==> src/design/fe_be_pkg.sv <==
// Shared widths, opcode and exception cause codes for the core
// Front-end queue entry with its fetch and exception views

package fe_be_pkg;

    localparam int pc_width_lp    = 12;
    localparam int instr_width_lp = 16;
    localparam int cause_width_lp = 4;

    // Top nibble of a jump; the low 12 bits hold the target word address
    localparam logic [3:0] op_jump_lp = 4'hF;

    localparam logic [cause_width_lp-1:0] e_cause_fetch_fault = 4'd1;

    // Fetched instruction
    typedef struct packed {
        logic                      epoch;
        logic                      exc;
        logic [pc_width_lp-1:0]    pc;
        logic [instr_width_lp-1:0] instr;
    } fe_fetch_s;

    // Exception raised by the front end
    typedef struct packed {
        logic                                     epoch;
        logic                                     exc;
        logic [pc_width_lp-1:0]                   pc;
        logic [cause_width_lp-1:0]                cause;
        logic [instr_width_lp-cause_width_lp-1:0] pad;
    } fe_exc_s;

    // Epoch and kind bits line up in both views, so either one tells them apart
    typedef union packed {
        fe_fetch_s fetch;
        fe_exc_s   exception;
    } fe_entry_u;

    localparam int fe_entry_width_lp = $bits(fe_entry_u);

endpackage

==> src/design/fe_fetch.sv <==
// Front end: PC, instruction port requests and queue push
// Redirects from the back end move the PC and flip the epoch

`timescale 1ns/1ns

module fe_fetch
    import fe_be_pkg::*;
(
    input                               clk_i,
    input                               reset_i,
    input        [pc_width_lp-1:0]      pc_entry_point_i,

    output                              imem_v_o,
    output       [pc_width_lp-1:0]      imem_addr_o,
    input                               imem_ready_i,
    input                               imem_data_v_i,
    input        [instr_width_lp-1:0]   imem_data_i,
    input                               imem_err_i,

    output fe_entry_u                   fe_queue_o,
    output                              fe_queue_v_o,
    input                               fe_queue_ready_i,

    input        [pc_width_lp-1:0]      fe_cmd_i,
    input                               fe_cmd_v_i,
    output                              fe_cmd_yumi_o
);

    logic                   run_r;
    logic [pc_width_lp-1:0] pc_r;
    logic [pc_width_lp-1:0] req_pc_r;
    logic                   pend_r;
    logic                   drop_r;
    logic                   epoch_r;
    logic                   hold_v_r;
    fe_entry_u              hold_r;
    fe_entry_u              resp_entry;
    logic                   req_fire;
    logic                   resp_live;

    // A command is taken the cycle it shows up
    assign fe_cmd_yumi_o = fe_cmd_v_i;

    // One request in flight, and none while an entry waits for the queue
    assign imem_v_o    = run_r & ~pend_r & ~hold_v_r & ~fe_cmd_v_i;
    assign imem_addr_o = pc_r;
    assign req_fire    = imem_v_o & imem_ready_i;

    assign resp_live = imem_data_v_i & ~drop_r & ~fe_cmd_v_i;

    always_comb begin
        resp_entry = '0;
        if (imem_err_i) begin
            resp_entry.exception.epoch = epoch_r;
            resp_entry.exception.exc   = 1'b1;
            resp_entry.exception.pc    = req_pc_r;
            resp_entry.exception.cause = e_cause_fetch_fault;
        end else begin
            resp_entry.fetch.epoch = epoch_r;
            resp_entry.fetch.exc   = 1'b0;
            resp_entry.fetch.pc    = req_pc_r;
            resp_entry.fetch.instr = imem_data_i;
        end
    end

    assign fe_queue_o   = hold_v_r ? hold_r : resp_entry;
    assign fe_queue_v_o = fe_queue_ready_i & (hold_v_r | resp_live);

    always_ff @(posedge clk_i) begin
        if (reset_i) begin
            run_r    <= 1'b0;
            pc_r     <= pc_entry_point_i;
            pend_r   <= 1'b0;
            drop_r   <= 1'b0;
            epoch_r  <= 1'b0;
            hold_v_r <= 1'b0;
        end else begin
            run_r <= 1'b1;
            if (fe_cmd_v_i) begin
                pc_r    <= fe_cmd_i;
                epoch_r <= ~epoch_r;
            end else if (req_fire) begin
                pc_r <= pc_r + 1'b1;
            end
            if (req_fire) begin
                pend_r <= 1'b1;
            end else if (imem_data_v_i) begin
                pend_r <= 1'b0;
            end
            // Response still owed by the old path gets thrown away
            if (imem_data_v_i) begin
                drop_r <= 1'b0;
            end else if (fe_cmd_v_i && pend_r) begin
                drop_r <= 1'b1;
            end
            if (fe_cmd_v_i) begin
                hold_v_r <= 1'b0;
            end else if (resp_live && !fe_queue_ready_i) begin
                hold_v_r <= 1'b1;
            end else if (fe_queue_ready_i) begin
                hold_v_r <= 1'b0;
            end
        end
    end

    always_ff @(posedge clk_i) begin
        if (req_fire) begin
            req_pc_r <= pc_r;
        end
        if (resp_live && !fe_queue_ready_i) begin
            hold_r <= resp_entry;
        end
    end

    // After an accepted request the port stays quiet until the answer comes back
    a_one_outstanding: assert property (@(posedge clk_i) disable iff (reset_i)
        (imem_v_o && imem_ready_i) |=> (!imem_v_o until_with imem_data_v_i));

endmodule

==> src/design/fe_queue_rolly.sv <==
// Front-end queue with speculative read, checkpoint and rollback
// Depth must be a power of two

`timescale 1ns/1ns

module fe_queue_rolly
    import fe_be_pkg::*;
#(
    parameter int els_p = 8
)
(
    input             clk_i,
    input             reset_i,

    input             clr_v_i,
    input             ckpt_v_i,
    input             roll_v_i,

    input  fe_entry_u data_i,
    input             v_i,
    output            ready_o,

    output fe_entry_u data_o,
    output            v_o,
    input             yumi_i
);

    localparam int idx_w_lp = (els_p > 1) ? $clog2(els_p) : 1;

    fe_entry_u         mem_r [els_p];
    logic [idx_w_lp:0] wptr_r;
    logic [idx_w_lp:0] rptr_r;
    logic [idx_w_lp:0] cptr_r;
    logic [idx_w_lp:0] cptr_n;
    logic              full;
    logic              empty;

    // Reads run ahead of the checkpoint; space frees only as entries retire
    assign empty = (rptr_r == wptr_r);
    assign full  = (cptr_r[idx_w_lp-1:0] == wptr_r[idx_w_lp-1:0])
                && (cptr_r[idx_w_lp] != wptr_r[idx_w_lp]);

    assign ready_o = ~full;
    assign v_o     = ~empty;
    assign data_o  = mem_r[rptr_r[idx_w_lp-1:0]];

    always_comb begin
        if (clr_v_i) begin
            cptr_n = wptr_r;
        end else if (ckpt_v_i) begin
            cptr_n = cptr_r + 1'b1;
        end else begin
            cptr_n = cptr_r;
        end
    end

    always_ff @(posedge clk_i) begin
        if (reset_i) begin
            wptr_r <= '0;
            rptr_r <= '0;
            cptr_r <= '0;
        end else begin
            if (v_i) begin
                wptr_r <= wptr_r + 1'b1;
            end
            cptr_r <= cptr_n;
            // Clear skips everything already written; a same-cycle push survives
            if (clr_v_i) begin
                rptr_r <= wptr_r;
            end else if (roll_v_i) begin
                rptr_r <= cptr_n;
            end else if (yumi_i) begin
                rptr_r <= rptr_r + 1'b1;
            end
        end
    end

    always_ff @(posedge clk_i) begin
        if (v_i) begin
            mem_r[wptr_r[idx_w_lp-1:0]] <= data_i;
        end
    end

    a_push_ready: assert property (@(posedge clk_i) disable iff (reset_i)
        v_i |-> ready_o);

    a_yumi_valid: assert property (@(posedge clk_i) disable iff (reset_i)
        yumi_i |-> v_o);

    // Clear and rollback never arrive together
    a_clr_roll_apart: assert property (@(posedge clk_i) disable iff (reset_i)
        !(clr_v_i && roll_v_i));

    // Checkpoint only moves over entries the back end has already read
    a_ckpt_behind_read: assert property (@(posedge clk_i) disable iff (reset_i)
        (ckpt_v_i && !clr_v_i) |-> (cptr_r != rptr_r));

endmodule

==> src/design/fe_cmd_fifo.sv <==
// Redirect command FIFO from the back end to the front end

`timescale 1ns/1ns

module fe_cmd_fifo
    import fe_be_pkg::*;
#(
    parameter int els_p = 2
)
(
    input                    clk_i,
    input                    reset_i,

    input  [pc_width_lp-1:0] data_i,
    input                    v_i,
    output                   ready_o,

    output [pc_width_lp-1:0] data_o,
    output                   v_o,
    input                    yumi_i
);

    localparam int ptr_w_lp = (els_p > 1) ? $clog2(els_p) : 1;

    logic [pc_width_lp-1:0] mem_r [els_p];
    logic [ptr_w_lp-1:0]    wptr_r;
    logic [ptr_w_lp-1:0]    rptr_r;
    logic [ptr_w_lp-1:0]    wptr_next;
    logic [ptr_w_lp-1:0]    rptr_next;
    logic                   full_r;
    logic                   empty_r;

    assign wptr_next = (wptr_r == ptr_w_lp'(els_p - 1)) ? '0 : wptr_r + 1'b1;
    assign rptr_next = (rptr_r == ptr_w_lp'(els_p - 1)) ? '0 : rptr_r + 1'b1;

    assign ready_o = ~full_r;
    assign v_o     = ~empty_r;
    assign data_o  = mem_r[rptr_r];

    always_ff @(posedge clk_i) begin
        if (reset_i) begin
            wptr_r  <= '0;
            rptr_r  <= '0;
            full_r  <= 1'b0;
            empty_r <= 1'b1;
        end else begin
            if (v_i) begin
                wptr_r <= wptr_next;
            end
            if (yumi_i) begin
                rptr_r <= rptr_next;
            end
            // Occupancy only changes when one side moves alone
            if (v_i != yumi_i) begin
                full_r  <= v_i & (wptr_next == rptr_r);
                empty_r <= yumi_i & (rptr_next == wptr_r);
            end
        end
    end

    always_ff @(posedge clk_i) begin
        if (v_i) begin
            mem_r[wptr_r] <= data_i;
        end
    end

    a_no_push_full: assert property (@(posedge clk_i) disable iff (reset_i)
        v_i |-> !full_r);

endmodule

==> src/design/be_exec.sv <==
// Back end: issue from the front-end queue, epoch filter, redirects
// Freeze rollback and the commit stage

`timescale 1ns/1ns

module be_exec
    import fe_be_pkg::*;
#(
    parameter logic [pc_width_lp-1:0] trap_vec_p = 12'h080
)
(
    input                             clk_i,
    input                             reset_i,
    input                             freeze_i,

    input  fe_entry_u                 fe_queue_i,
    input                             fe_queue_v_i,
    output                            fe_queue_yumi_o,

    output                            fe_queue_clr_o,
    output                            fe_queue_ckpt_o,
    output                            fe_queue_roll_o,

    output       [pc_width_lp-1:0]    fe_cmd_o,
    output                            fe_cmd_v_o,
    input                             fe_cmd_ready_i,

    output                            commit_v_o,
    output       [pc_width_lp-1:0]    commit_pc_o,
    output       [instr_width_lp-1:0] commit_instr_o,
    output                            commit_exc_o
);

    logic                      epoch_r;
    logic                      freeze_r;
    logic                      ckpt_pend_r;
    logic                      cmt_v_r;
    logic                      cmt_exc_r;
    logic                      cmt_redir_r;
    logic [pc_width_lp-1:0]    cmt_pc_r;
    logic [instr_width_lp-1:0] cmt_instr_r;
    logic                      entry_exc;
    logic                      entry_stale;
    logic                      entry_jump;
    logic                      entry_redir;
    logic [instr_width_lp-1:0] entry_instr;
    logic                      issue;

    assign entry_exc   = fe_queue_i.fetch.exc;
    assign entry_stale = (fe_queue_i.fetch.epoch != epoch_r);
    assign entry_jump  = ~entry_exc
                       & (fe_queue_i.fetch.instr[instr_width_lp-1 -: 4] == op_jump_lp);
    assign entry_redir = ~entry_stale & (entry_exc | entry_jump);

    // Exceptions retire with their cause in place of an instruction
    assign entry_instr = entry_exc
        ? {{(instr_width_lp-cause_width_lp){1'b0}}, fe_queue_i.exception.cause}
        : fe_queue_i.fetch.instr;

    // A redirect waits for room in the command FIFO
    assign issue = fe_queue_v_i & ~freeze_i & (~entry_redir | fe_cmd_ready_i);

    assign fe_queue_yumi_o = issue;
    assign fe_cmd_v_o      = issue & entry_redir;
    assign fe_cmd_o        = entry_exc ? trap_vec_p : fe_queue_i.fetch.instr[pc_width_lp-1:0];
    assign fe_queue_clr_o  = fe_cmd_v_o;

    // Clear already steps past a redirect, so only the others checkpoint
    assign fe_queue_ckpt_o = ckpt_pend_r & ~freeze_i;
    assign fe_queue_roll_o = freeze_i & ~freeze_r;

    assign commit_v_o     = cmt_v_r & ~freeze_i;
    assign commit_pc_o    = cmt_pc_r;
    assign commit_instr_o = cmt_instr_r;
    assign commit_exc_o   = cmt_exc_r;

    always_ff @(posedge clk_i) begin
        if (reset_i) begin
            epoch_r     <= 1'b0;
            freeze_r    <= 1'b0;
            ckpt_pend_r <= 1'b0;
            cmt_v_r     <= 1'b0;
        end else begin
            freeze_r    <= freeze_i;
            ckpt_pend_r <= issue & ~entry_redir;
            if (fe_cmd_v_o) begin
                epoch_r <= ~epoch_r;
            end
            // Frozen entries replay from the queue, except a redirect already sent
            if (freeze_i) begin
                cmt_v_r <= cmt_v_r & cmt_redir_r;
            end else begin
                cmt_v_r <= issue & ~entry_stale;
            end
        end
    end

    always_ff @(posedge clk_i) begin
        if (issue) begin
            cmt_pc_r    <= fe_queue_i.fetch.pc;
            cmt_instr_r <= entry_instr;
            cmt_exc_r   <= entry_exc;
            cmt_redir_r <= entry_redir;
        end
    end

    // Past the first frozen cycle only a redirect already sent waits to commit
    a_no_commit_frozen: assert property (@(posedge clk_i) disable iff (reset_i)
        (freeze_i && freeze_r && cmt_v_r) |-> cmt_redir_r);

endmodule

==> src/design/fe_be_core.sv <==
// Core top level: front end, front-end queue, command FIFO and back end

`timescale 1ns/1ns

module fe_be_core
    import fe_be_pkg::*;
#(
    parameter int                     queue_els_p = 8,
    parameter int                     cmd_els_p   = 2,
    parameter logic [pc_width_lp-1:0] trap_vec_p  = 12'h080
)
(
    input                       clk_i,
    input                       reset_i,
    input                       freeze_i,
    input  [pc_width_lp-1:0]    pc_entry_point_i,

    output                      imem_v_o,
    output [pc_width_lp-1:0]    imem_addr_o,
    input                       imem_ready_i,
    input                       imem_data_v_i,
    input  [instr_width_lp-1:0] imem_data_i,
    input                       imem_err_i,

    output                      commit_v_o,
    output [pc_width_lp-1:0]    commit_pc_o,
    output [instr_width_lp-1:0] commit_instr_o,
    output                      commit_exc_o
);

    fe_entry_u              fe_queue_li;
    fe_entry_u              fe_queue_lo;
    logic                   fe_queue_v_li;
    logic                   fe_queue_ready_lo;
    logic                   fe_queue_v_lo;
    logic                   fe_queue_yumi_li;
    logic                   fe_queue_clr_li;
    logic                   fe_queue_ckpt_li;
    logic                   fe_queue_roll_li;

    logic [pc_width_lp-1:0] fe_cmd_li;
    logic [pc_width_lp-1:0] fe_cmd_lo;
    logic                   fe_cmd_v_li;
    logic                   fe_cmd_ready_lo;
    logic                   fe_cmd_v_lo;
    logic                   fe_cmd_yumi_li;

    fe_fetch fe (
        .clk_i(clk_i), .reset_i(reset_i), .pc_entry_point_i(pc_entry_point_i),
        .imem_v_o(imem_v_o), .imem_addr_o(imem_addr_o), .imem_ready_i(imem_ready_i),
        .imem_data_v_i(imem_data_v_i), .imem_data_i(imem_data_i), .imem_err_i(imem_err_i),
        .fe_queue_o(fe_queue_li), .fe_queue_v_o(fe_queue_v_li),
        .fe_queue_ready_i(fe_queue_ready_lo),
        .fe_cmd_i(fe_cmd_lo), .fe_cmd_v_i(fe_cmd_v_lo), .fe_cmd_yumi_o(fe_cmd_yumi_li)
    );

    fe_queue_rolly #(.els_p(queue_els_p)) queue_fifo (
        .clk_i(clk_i), .reset_i(reset_i),
        .clr_v_i(fe_queue_clr_li), .ckpt_v_i(fe_queue_ckpt_li), .roll_v_i(fe_queue_roll_li),
        .data_i(fe_queue_li), .v_i(fe_queue_v_li), .ready_o(fe_queue_ready_lo),
        .data_o(fe_queue_lo), .v_o(fe_queue_v_lo), .yumi_i(fe_queue_yumi_li)
    );

    fe_cmd_fifo #(.els_p(cmd_els_p)) cmd_fifo (
        .clk_i(clk_i), .reset_i(reset_i),
        .data_i(fe_cmd_li), .v_i(fe_cmd_v_li), .ready_o(fe_cmd_ready_lo),
        .data_o(fe_cmd_lo), .v_o(fe_cmd_v_lo), .yumi_i(fe_cmd_yumi_li)
    );

    be_exec #(.trap_vec_p(trap_vec_p)) be (
        .clk_i(clk_i), .reset_i(reset_i), .freeze_i(freeze_i),
        .fe_queue_i(fe_queue_lo), .fe_queue_v_i(fe_queue_v_lo),
        .fe_queue_yumi_o(fe_queue_yumi_li),
        .fe_queue_clr_o(fe_queue_clr_li), .fe_queue_ckpt_o(fe_queue_ckpt_li),
        .fe_queue_roll_o(fe_queue_roll_li),
        .fe_cmd_o(fe_cmd_li), .fe_cmd_v_o(fe_cmd_v_li), .fe_cmd_ready_i(fe_cmd_ready_lo),
        .commit_v_o(commit_v_o), .commit_pc_o(commit_pc_o),
        .commit_instr_o(commit_instr_o), .commit_exc_o(commit_exc_o)
    );

endmodule

==> config.mk <==
export PLATFORM = sky130hd
export DESIGN_NAME = fe_be_core
export DESIGN_NICKNAME = d
export VERILOG_FILES = /design/src/design/fe_be_pkg.sv /design/src/design/fe_fetch.sv /design/src/design/fe_queue_rolly.sv /design/src/design/fe_cmd_fifo.sv /design/src/design/be_exec.sv /design/src/design/fe_be_core.sv
export SDC_FILE = /design/constraint.sdc
export NUM_CORES = 1
export LEC_CHECK = 0
export ABC_AREA = 1
export ABC_CLOCK_PERIOD_IN_PS = 6900
export BUFFER_PORTS_ARGS = -buffer_cell sky130_fd_sc_hd__buf_2
export CELL_PAD_IN_SITES_DETAIL_PLACEMENT = 1
export CELL_PAD_IN_SITES_GLOBAL_PLACEMENT = 1
export CORE_UTILIZATION = 53
export DETAILED_ROUTE_END_ITERATION = 12
export GPL_ROUTABILITY_DRIVEN = 1
export PLACE_DENSITY_LB_ADDON = 0.2
export SYNTH_ARGS = -nofsm -noshare
export SYNTH_HDL_FRONTEND = slang
export SYNTH_SLANG_ARGS = --single-unit
==> constraint.sdc <==
create_clock -name clk_i -period 6.9 [get_ports clk_i]
set_input_delay 0.69 -clock clk_i [delete_from_list [all_inputs] [get_ports clk_i]]
set_output_delay 0.69 -clock clk_i [all_outputs]
set_load 0.01 [all_outputs]
* Yosys cells after proc, flatten, opt, wreduce, memory -nomap -nowiden
Memory sizes are Yosys's and may differ from the RTL's. A register that Yosys moved wholly into a read port is not among the register bits. Cells that the tools add are included.
Operators by class: add/sub/neg operators 6, $mul 0, divide/modulo/power cells 0, magnitude comparators 0, eq/ne operators 10, shift-type cells 0, mux-type cells 29, bitwise operators 37, reductions and logical operators 7
Operators with widths (number):
- $mux W12 | 5
- $mux W30 | 1
- $mux W4 | 6
- $and A1 B1 Y1 | 20
- $mux W17 | 1
- $mux W1 | 14
- $not A1 Y1 | 14
- $add A12 B1 Y12 const B | 1
- $add A4 B1 Y4 const B | 3
- $mux W3 | 2
- $eq A4 B4 Y1 | 1
- $eq A4 B4 Y1 const B | 1
- $reduce_or A2 Y1 | 2
- $eq A3 B3 Y1 | 1
- $logic_and A1 B1 Y1 | 3
- $ne A1 B1 Y1 | 3
- $ne A3 B3 Y1 const B | 1
- $or A1 B1 Y1 | 3
- $reduce_bool A3 Y1 | 1
- $add A1 B1 Y1 const B | 2
- $eq A1 B1 Y1 | 2
- $ne A2 B2 Y1 const B | 1
- $reduce_bool A2 Y1 | 1
Storage, ports and cells: flip-flop bits (word level) 109, bits in latches 0, bits in writable memories 264, bits in read-only memories 0, input port bits 34, output and inout bits 43, memories 2
Memories:
- queue_fifo.mem_r | words 8, width 30, read ports 1, clocked after Yosys merged registers in 1, wr ports 1, RTL line fe_queue_rolly.sv:30 | fe_entry_u mem_r [els_p];
- cmd_fifo.mem_r | words 2, width 12, read ports 1, clocked after Yosys merged registers in 1, wr ports 1, RTL line fe_cmd_fifo.sv:25 | logic [pc_width_lp-1:0] mem_r [els_p];

* Longest topological paths before layout
depth after elaboration 13, gate-level depth with buffers 17, mapped depth without buffers 16

* Hierarchy
From an unflattened synthesis, not the netlist that was laid out.
Unflattened totals: cells, all modules 1328, area total of the unflattened synthesis 15454.8 um^2
Modules (own cells, without submodules):
- fe_queue_rolly | times used 1, cells each 823, area each 10149.7 um^2
- fe_fetch | times used 1, cells each 321, area each 2827.7 um^2
- be_exec | times used 1, cells each 116, area each 1361.3 um^2
- fe_cmd_fifo | times used 1, cells each 68, area each 1116.1 um^2

* Worst setup path after synthesis
Ideal clock, no wire load.
kind input to register, start input imem_data_v_i, end memory queue_fifo.mem_r[7][0] (netlist bit), enable pin, setup time 0.419 ns, arrival 2.573 ns, path slack 3.907 ns, stages 6, buffers on the path 0, cells stage by stage inv_1 -> nor3_1 -> o21ai_0 -> nor2_1 -> inv_1 -> nor2_1
On the way: longest elaborated chain between the ends 6
Ends and longest elaborated chain:
- from (decl) | RTL line fe_be_core.sv:21 | input imem_data_v_i,
- $and A1 B1 Y1 (2 in a row) | RTL line fe_fetch.sv:49 | assign resp_live = imem_data_v_i & ~drop_r & ~fe_cmd_v_i;
- $or A1 B1 Y1 | RTL line fe_fetch.sv:67 | assign fe_queue_v_o = fe_queue_ready_i & (hold_v_r | resp_live);
- $and A1 B1 Y1 | RTL line fe_fetch.sv:67
- $mux W1 | RTL line fe_queue_rolly.sv:79 | if (v_i) begin
- $mux W1 (not written as such) | RTL line fe_queue_rolly.sv:80 | mem_r[wptr_r[idx_w_lp-1:0]] <= data_i;
- to (decl) | RTL line fe_queue_rolly.sv:30
Every way passes these cells.

==> summary.md <==
| Metric | Value |
|---|---|
| CP Capture Type | `flip-flop` |
| R2R depth | `8` |
| Vias in the first global route | `~11000` |
| Final WL | `40100 um` |
| # nets final | `1406` |
| # hold bufs at CTS | `0` |
| Synth Register Bits | `approximately 380` |
| Placer Congestion | `0.805` |
| Status | `finished clean` |
| Final-report setup violation count | `0` |
| Ys flop type | `edfxtp_1` |
| Clk sinks | `377` |
| Worst path cell trace | `buf_4, buf_4, o21ai_0, o22ai_1, o21ai_4, nand2_2, nand4_4, nor2_1` |
| Synth top area share | `0.689` |
| Power per cell area | `368 mW/mm^2` |
| Site row count | `slightly above 60` |
| Critical Path RT | `7.05 ns` |
| Number of vias per cell | `5.73` |
| CTS tree | `done` |
| Top cell by count, worst path | `buf_4` |
| Arrival time worst endpoint | `between 4 and 5 ns` |
| Highest-delay cell along the critical path | `nor2_1` |
| Worst hold slack | `0.359 ns` |
| Post-Synthesis Cells | `roughly 1300` |
| YS warnings | `0` |
| Hold Crit Class | `input port to flip-flop` |
| Mapped Nets | `1336` |
| Starting DRT DRC Count | `781` |
| Final Cycle Share | `0.579` |
| Async SR Flop Fraction | `0` |
| Overflow after GRT | `0` |
| DIE AREA | `0.0293 mm^2` |
| Worst-Margin Slew | `1.06 ns` |
| Synth unique cells | `39` |
| I/O pin cnt | `77` |
| Synthesized area per cell | `11.7 um^2` |
| Proportion of layout cells with a drive suffix above 1 | `0.125` |
| Max-slew headroom | `0.285` |
| CP delay by family, top | `simple AND/OR/NAND/NOR gates` |
| H-tree Lvls | `2` |
| Seq/Total Area, Yosys | `0.728` |
| Max Freq | `around 250 MHz` |
| ANT nets after route | `0` |
| Worst hold path depth | `2` |
| Avg WL per Cell | `22.6 um` |
| Post-cts resize count | `0` |
| Area leader, netlist | `edfxtp_1` |
| Fin Setup TNS | `0 ns` |
| Synth top area cells | `edfxtp_1 (69%), nand2_1 (5.6%), nor2_1 (5.6%), o21ai_0 (4.4%), dfxtp_1 (3.8%)` |
| Worst setup SP type | `flip-flop` |
| Worst setup path category | `flip-flop to flip-flop` |
| Leakage power | `roughly 6.5 nW` |
| Total CTS buffers | `38` |
| Clock Latency Late Sink | `0.53 ns` |
| Netlist Area Pre-Place | `0.0152 mm^2` |
| Largest net degree at the start of global routing | `53` |
| Final Skew | `approximately 0.019 ns` |
| Routed vias | `10200` |
| Crit-path max cell delay | `about 0.88 ns` |
| Bufs on Longest Clock Path | `3` |
| Hold endpoint | `fe.drop_r$_SDFFE_PP0P_` |
| Die Ht | `171 um` |
| Die width | `between 150 and 200 um` |
| Core Region | `around 0.028 mm^2` |
| Reg2reg setup slack | `2.91 ns` |
| DRT Pass-1 Iters | `5` |
| Max VDD drop | `0.271 mV` |
| Final non-filler cell total | `1775` |
| Fill count | `about 2900` |
| Diode count | `0` |
| HP Start | `imem_data_v_i` |
| P&R area growth vs syn | `13.2%` |
| Number of hold violations in the final report | `0` |
| GRT Total Usage | `0.285` |
| Initial Util | `0.543` |
| First-pass GRT wire length | `61500 um` |
| Max Cap Violations | `0` |
| RSZ-0062 raised after global routing | `false` |
| Buf+Inv Stages, Crit Path | `2` |
| Reg clk slew, reported paths | `about 0.060 ns` |
| DRC Markers | `0` |
| Port Buffer Count | `76` |
| Post-CTS setup buffers | `0` |
| Post-Place Cells | `1706` |
| Largest fanout on the critical path | `50` |
| Fin. max-slew vios | `0` |
| Minimum clock period | `3.99 ns` |
| Critical R2R Capture | `cmd_fifo.mem_r[1][0]$_DFFE_PP_` |
| Initial antenna violation count | `0` |
| EDFF count, synth | `348` |
| DP Wirelength | `23700 um` |
| Root buffer cell | `clkbuf_16` |
synthesized netlist by cell type (2+ instances only):
cell type,count
inv_2,3
a21oi_1,30
nand2_1,226
o22ai_1,36
ha_1,4
nand3_1,33
xor2_1,8
buf_4,2
o21ai_1,11
a31oi_1,23
clkbuf_1,52
clkinv_1,2
nand2_2,2
edfxtp_1,348
xnor2_1,7
nand4_1,2
inv_1,90
nor3_1,5
buf_2,9
dfxtp_1,29
nor2_1,225
o21ai_0,133
buf_6,2
power breakdown:
group          internal [mW]  switching, mW  leakage, nW
logic                  0.364          0.945         2.41
registers               2.84          0.156         3.45
clock network           1.16          0.854        0.595
total                   4.37           1.96         6.45
layer usage:
metal  track usage  up-vias  wire, um
met5             0        -         0
met2         0.506      332     20700
met1         0.352     5105     15900
met4         0.117        0      1420
met3        0.0379       97      2080
li1              -     4636         -
per-stage QoR:
step                setup WS, ns  utilization  area [um^2]  power, mW
finish                      2.91        0.614        17200       6.32
global placement            3.19        0.571        15900       4.25
CTS                         2.91        0.614        17200       6.35
global route                2.67        0.614        17200       6.58
floorplan                   3.91            -        15200       3.81
detailed placement          3.02        0.571        15900       4.33
worst reg2reg max path, stage by stage, from the launching register on:
cell and delay [ns]:
dfxtp_4 0.63, buf_4 0.45, buf_4 0.52, o21ai_0 0.23, o22ai_1 0.30, o21ai_4 0.22
nand2_2 0.16, nand4_4 0.23, nor2_1 0.88
flip-flops by register name (all words and copies together) (netlist names), 4 cells and up, named ones only:
name / count
cmd_fifo.mem_r: 24
fe.hold_r: 30
fe.req_pc_r: 12
queue_fifo.mem_r: 240
be.commit_instr_o: 16
fe.imem_addr_o: 12
queue_fifo.cptr_r: 4
queue_fifo.rptr_r: 4
queue_fifo.wptr_r: 4
be.commit_pc_o: 12
worst max-delay path by stage:
stage	from	endpoint	slack, ns	cells past startpoint
after CTS	flip-flop	cmd_fifo.mem_r[1][11]$_DFFE_PP_	2.91	8
after floorplan	imem_data_v_i	queue_fifo.mem_r[7][0]$_DFFE_PP_	3.91	6
after detailed placement	flip-flop	cmd_fifo.mem_r[1][11]$_DFFE_PP_	3.02	8
after global placement	flip-flop	cmd_fifo.mem_r[0][8]$_DFFE_PP_	3.19	8
final	flip-flop	cmd_fifo.mem_r[1][0]$_DFFE_PP_	2.91	8
after global routing	flip-flop	cmd_fifo.mem_r[1][11]$_DFFE_PP_	2.67	8
layout make-up:
cell class              count  area (um^2)  area share
inverters                  95          357      0.0208
flip-flops and latches    377        11000       0.643
multi-input cells         760         3550       0.207
clock inverters            28          250      0.0146
clock buffers              41          962      0.0561
repair buffers             96          531      0.0309
well taps                 378          473      0.0276
logic make-up (layout without fill, tap and decap cells):
kind of cell	count (synthesis)	count (layout)	synth area share
compound gates	243	243	0.0886
xor+xnor	15	15	0.00867
fa+ha+maj	4	4	0.00330
buf+inv	161	260	0.0421
flops	377	377	0.728
mux	1	1	0.000743
simple gates	497	497	0.129
placed cells by master (no fill, tap or decap), types with 2 or more instances in the layout:
cell and n:
ha_1 4, nor2_4 8, clkinv_1 14, clkbuf_1 3
nand3_1 33, buf_4 20, nand4_1 2, nor3_1 5
buf_2 76, o21ai_0 133, edfxtp_1 348, bufinv_16 4
a21oi_1 30, a31oi_1 23, inv_2 3, nor2_1 216
clkinv_2 7, o21ai_1 11, xnor2_1 7, nand2_1 226
inv_1 90, dfxtp_1 27, xor2_1 8, nand2_2 2
inv_6 2, o22ai_1 36, clkbuf_16 38
No activity file was read; power rests on OpenSTA's default activity.
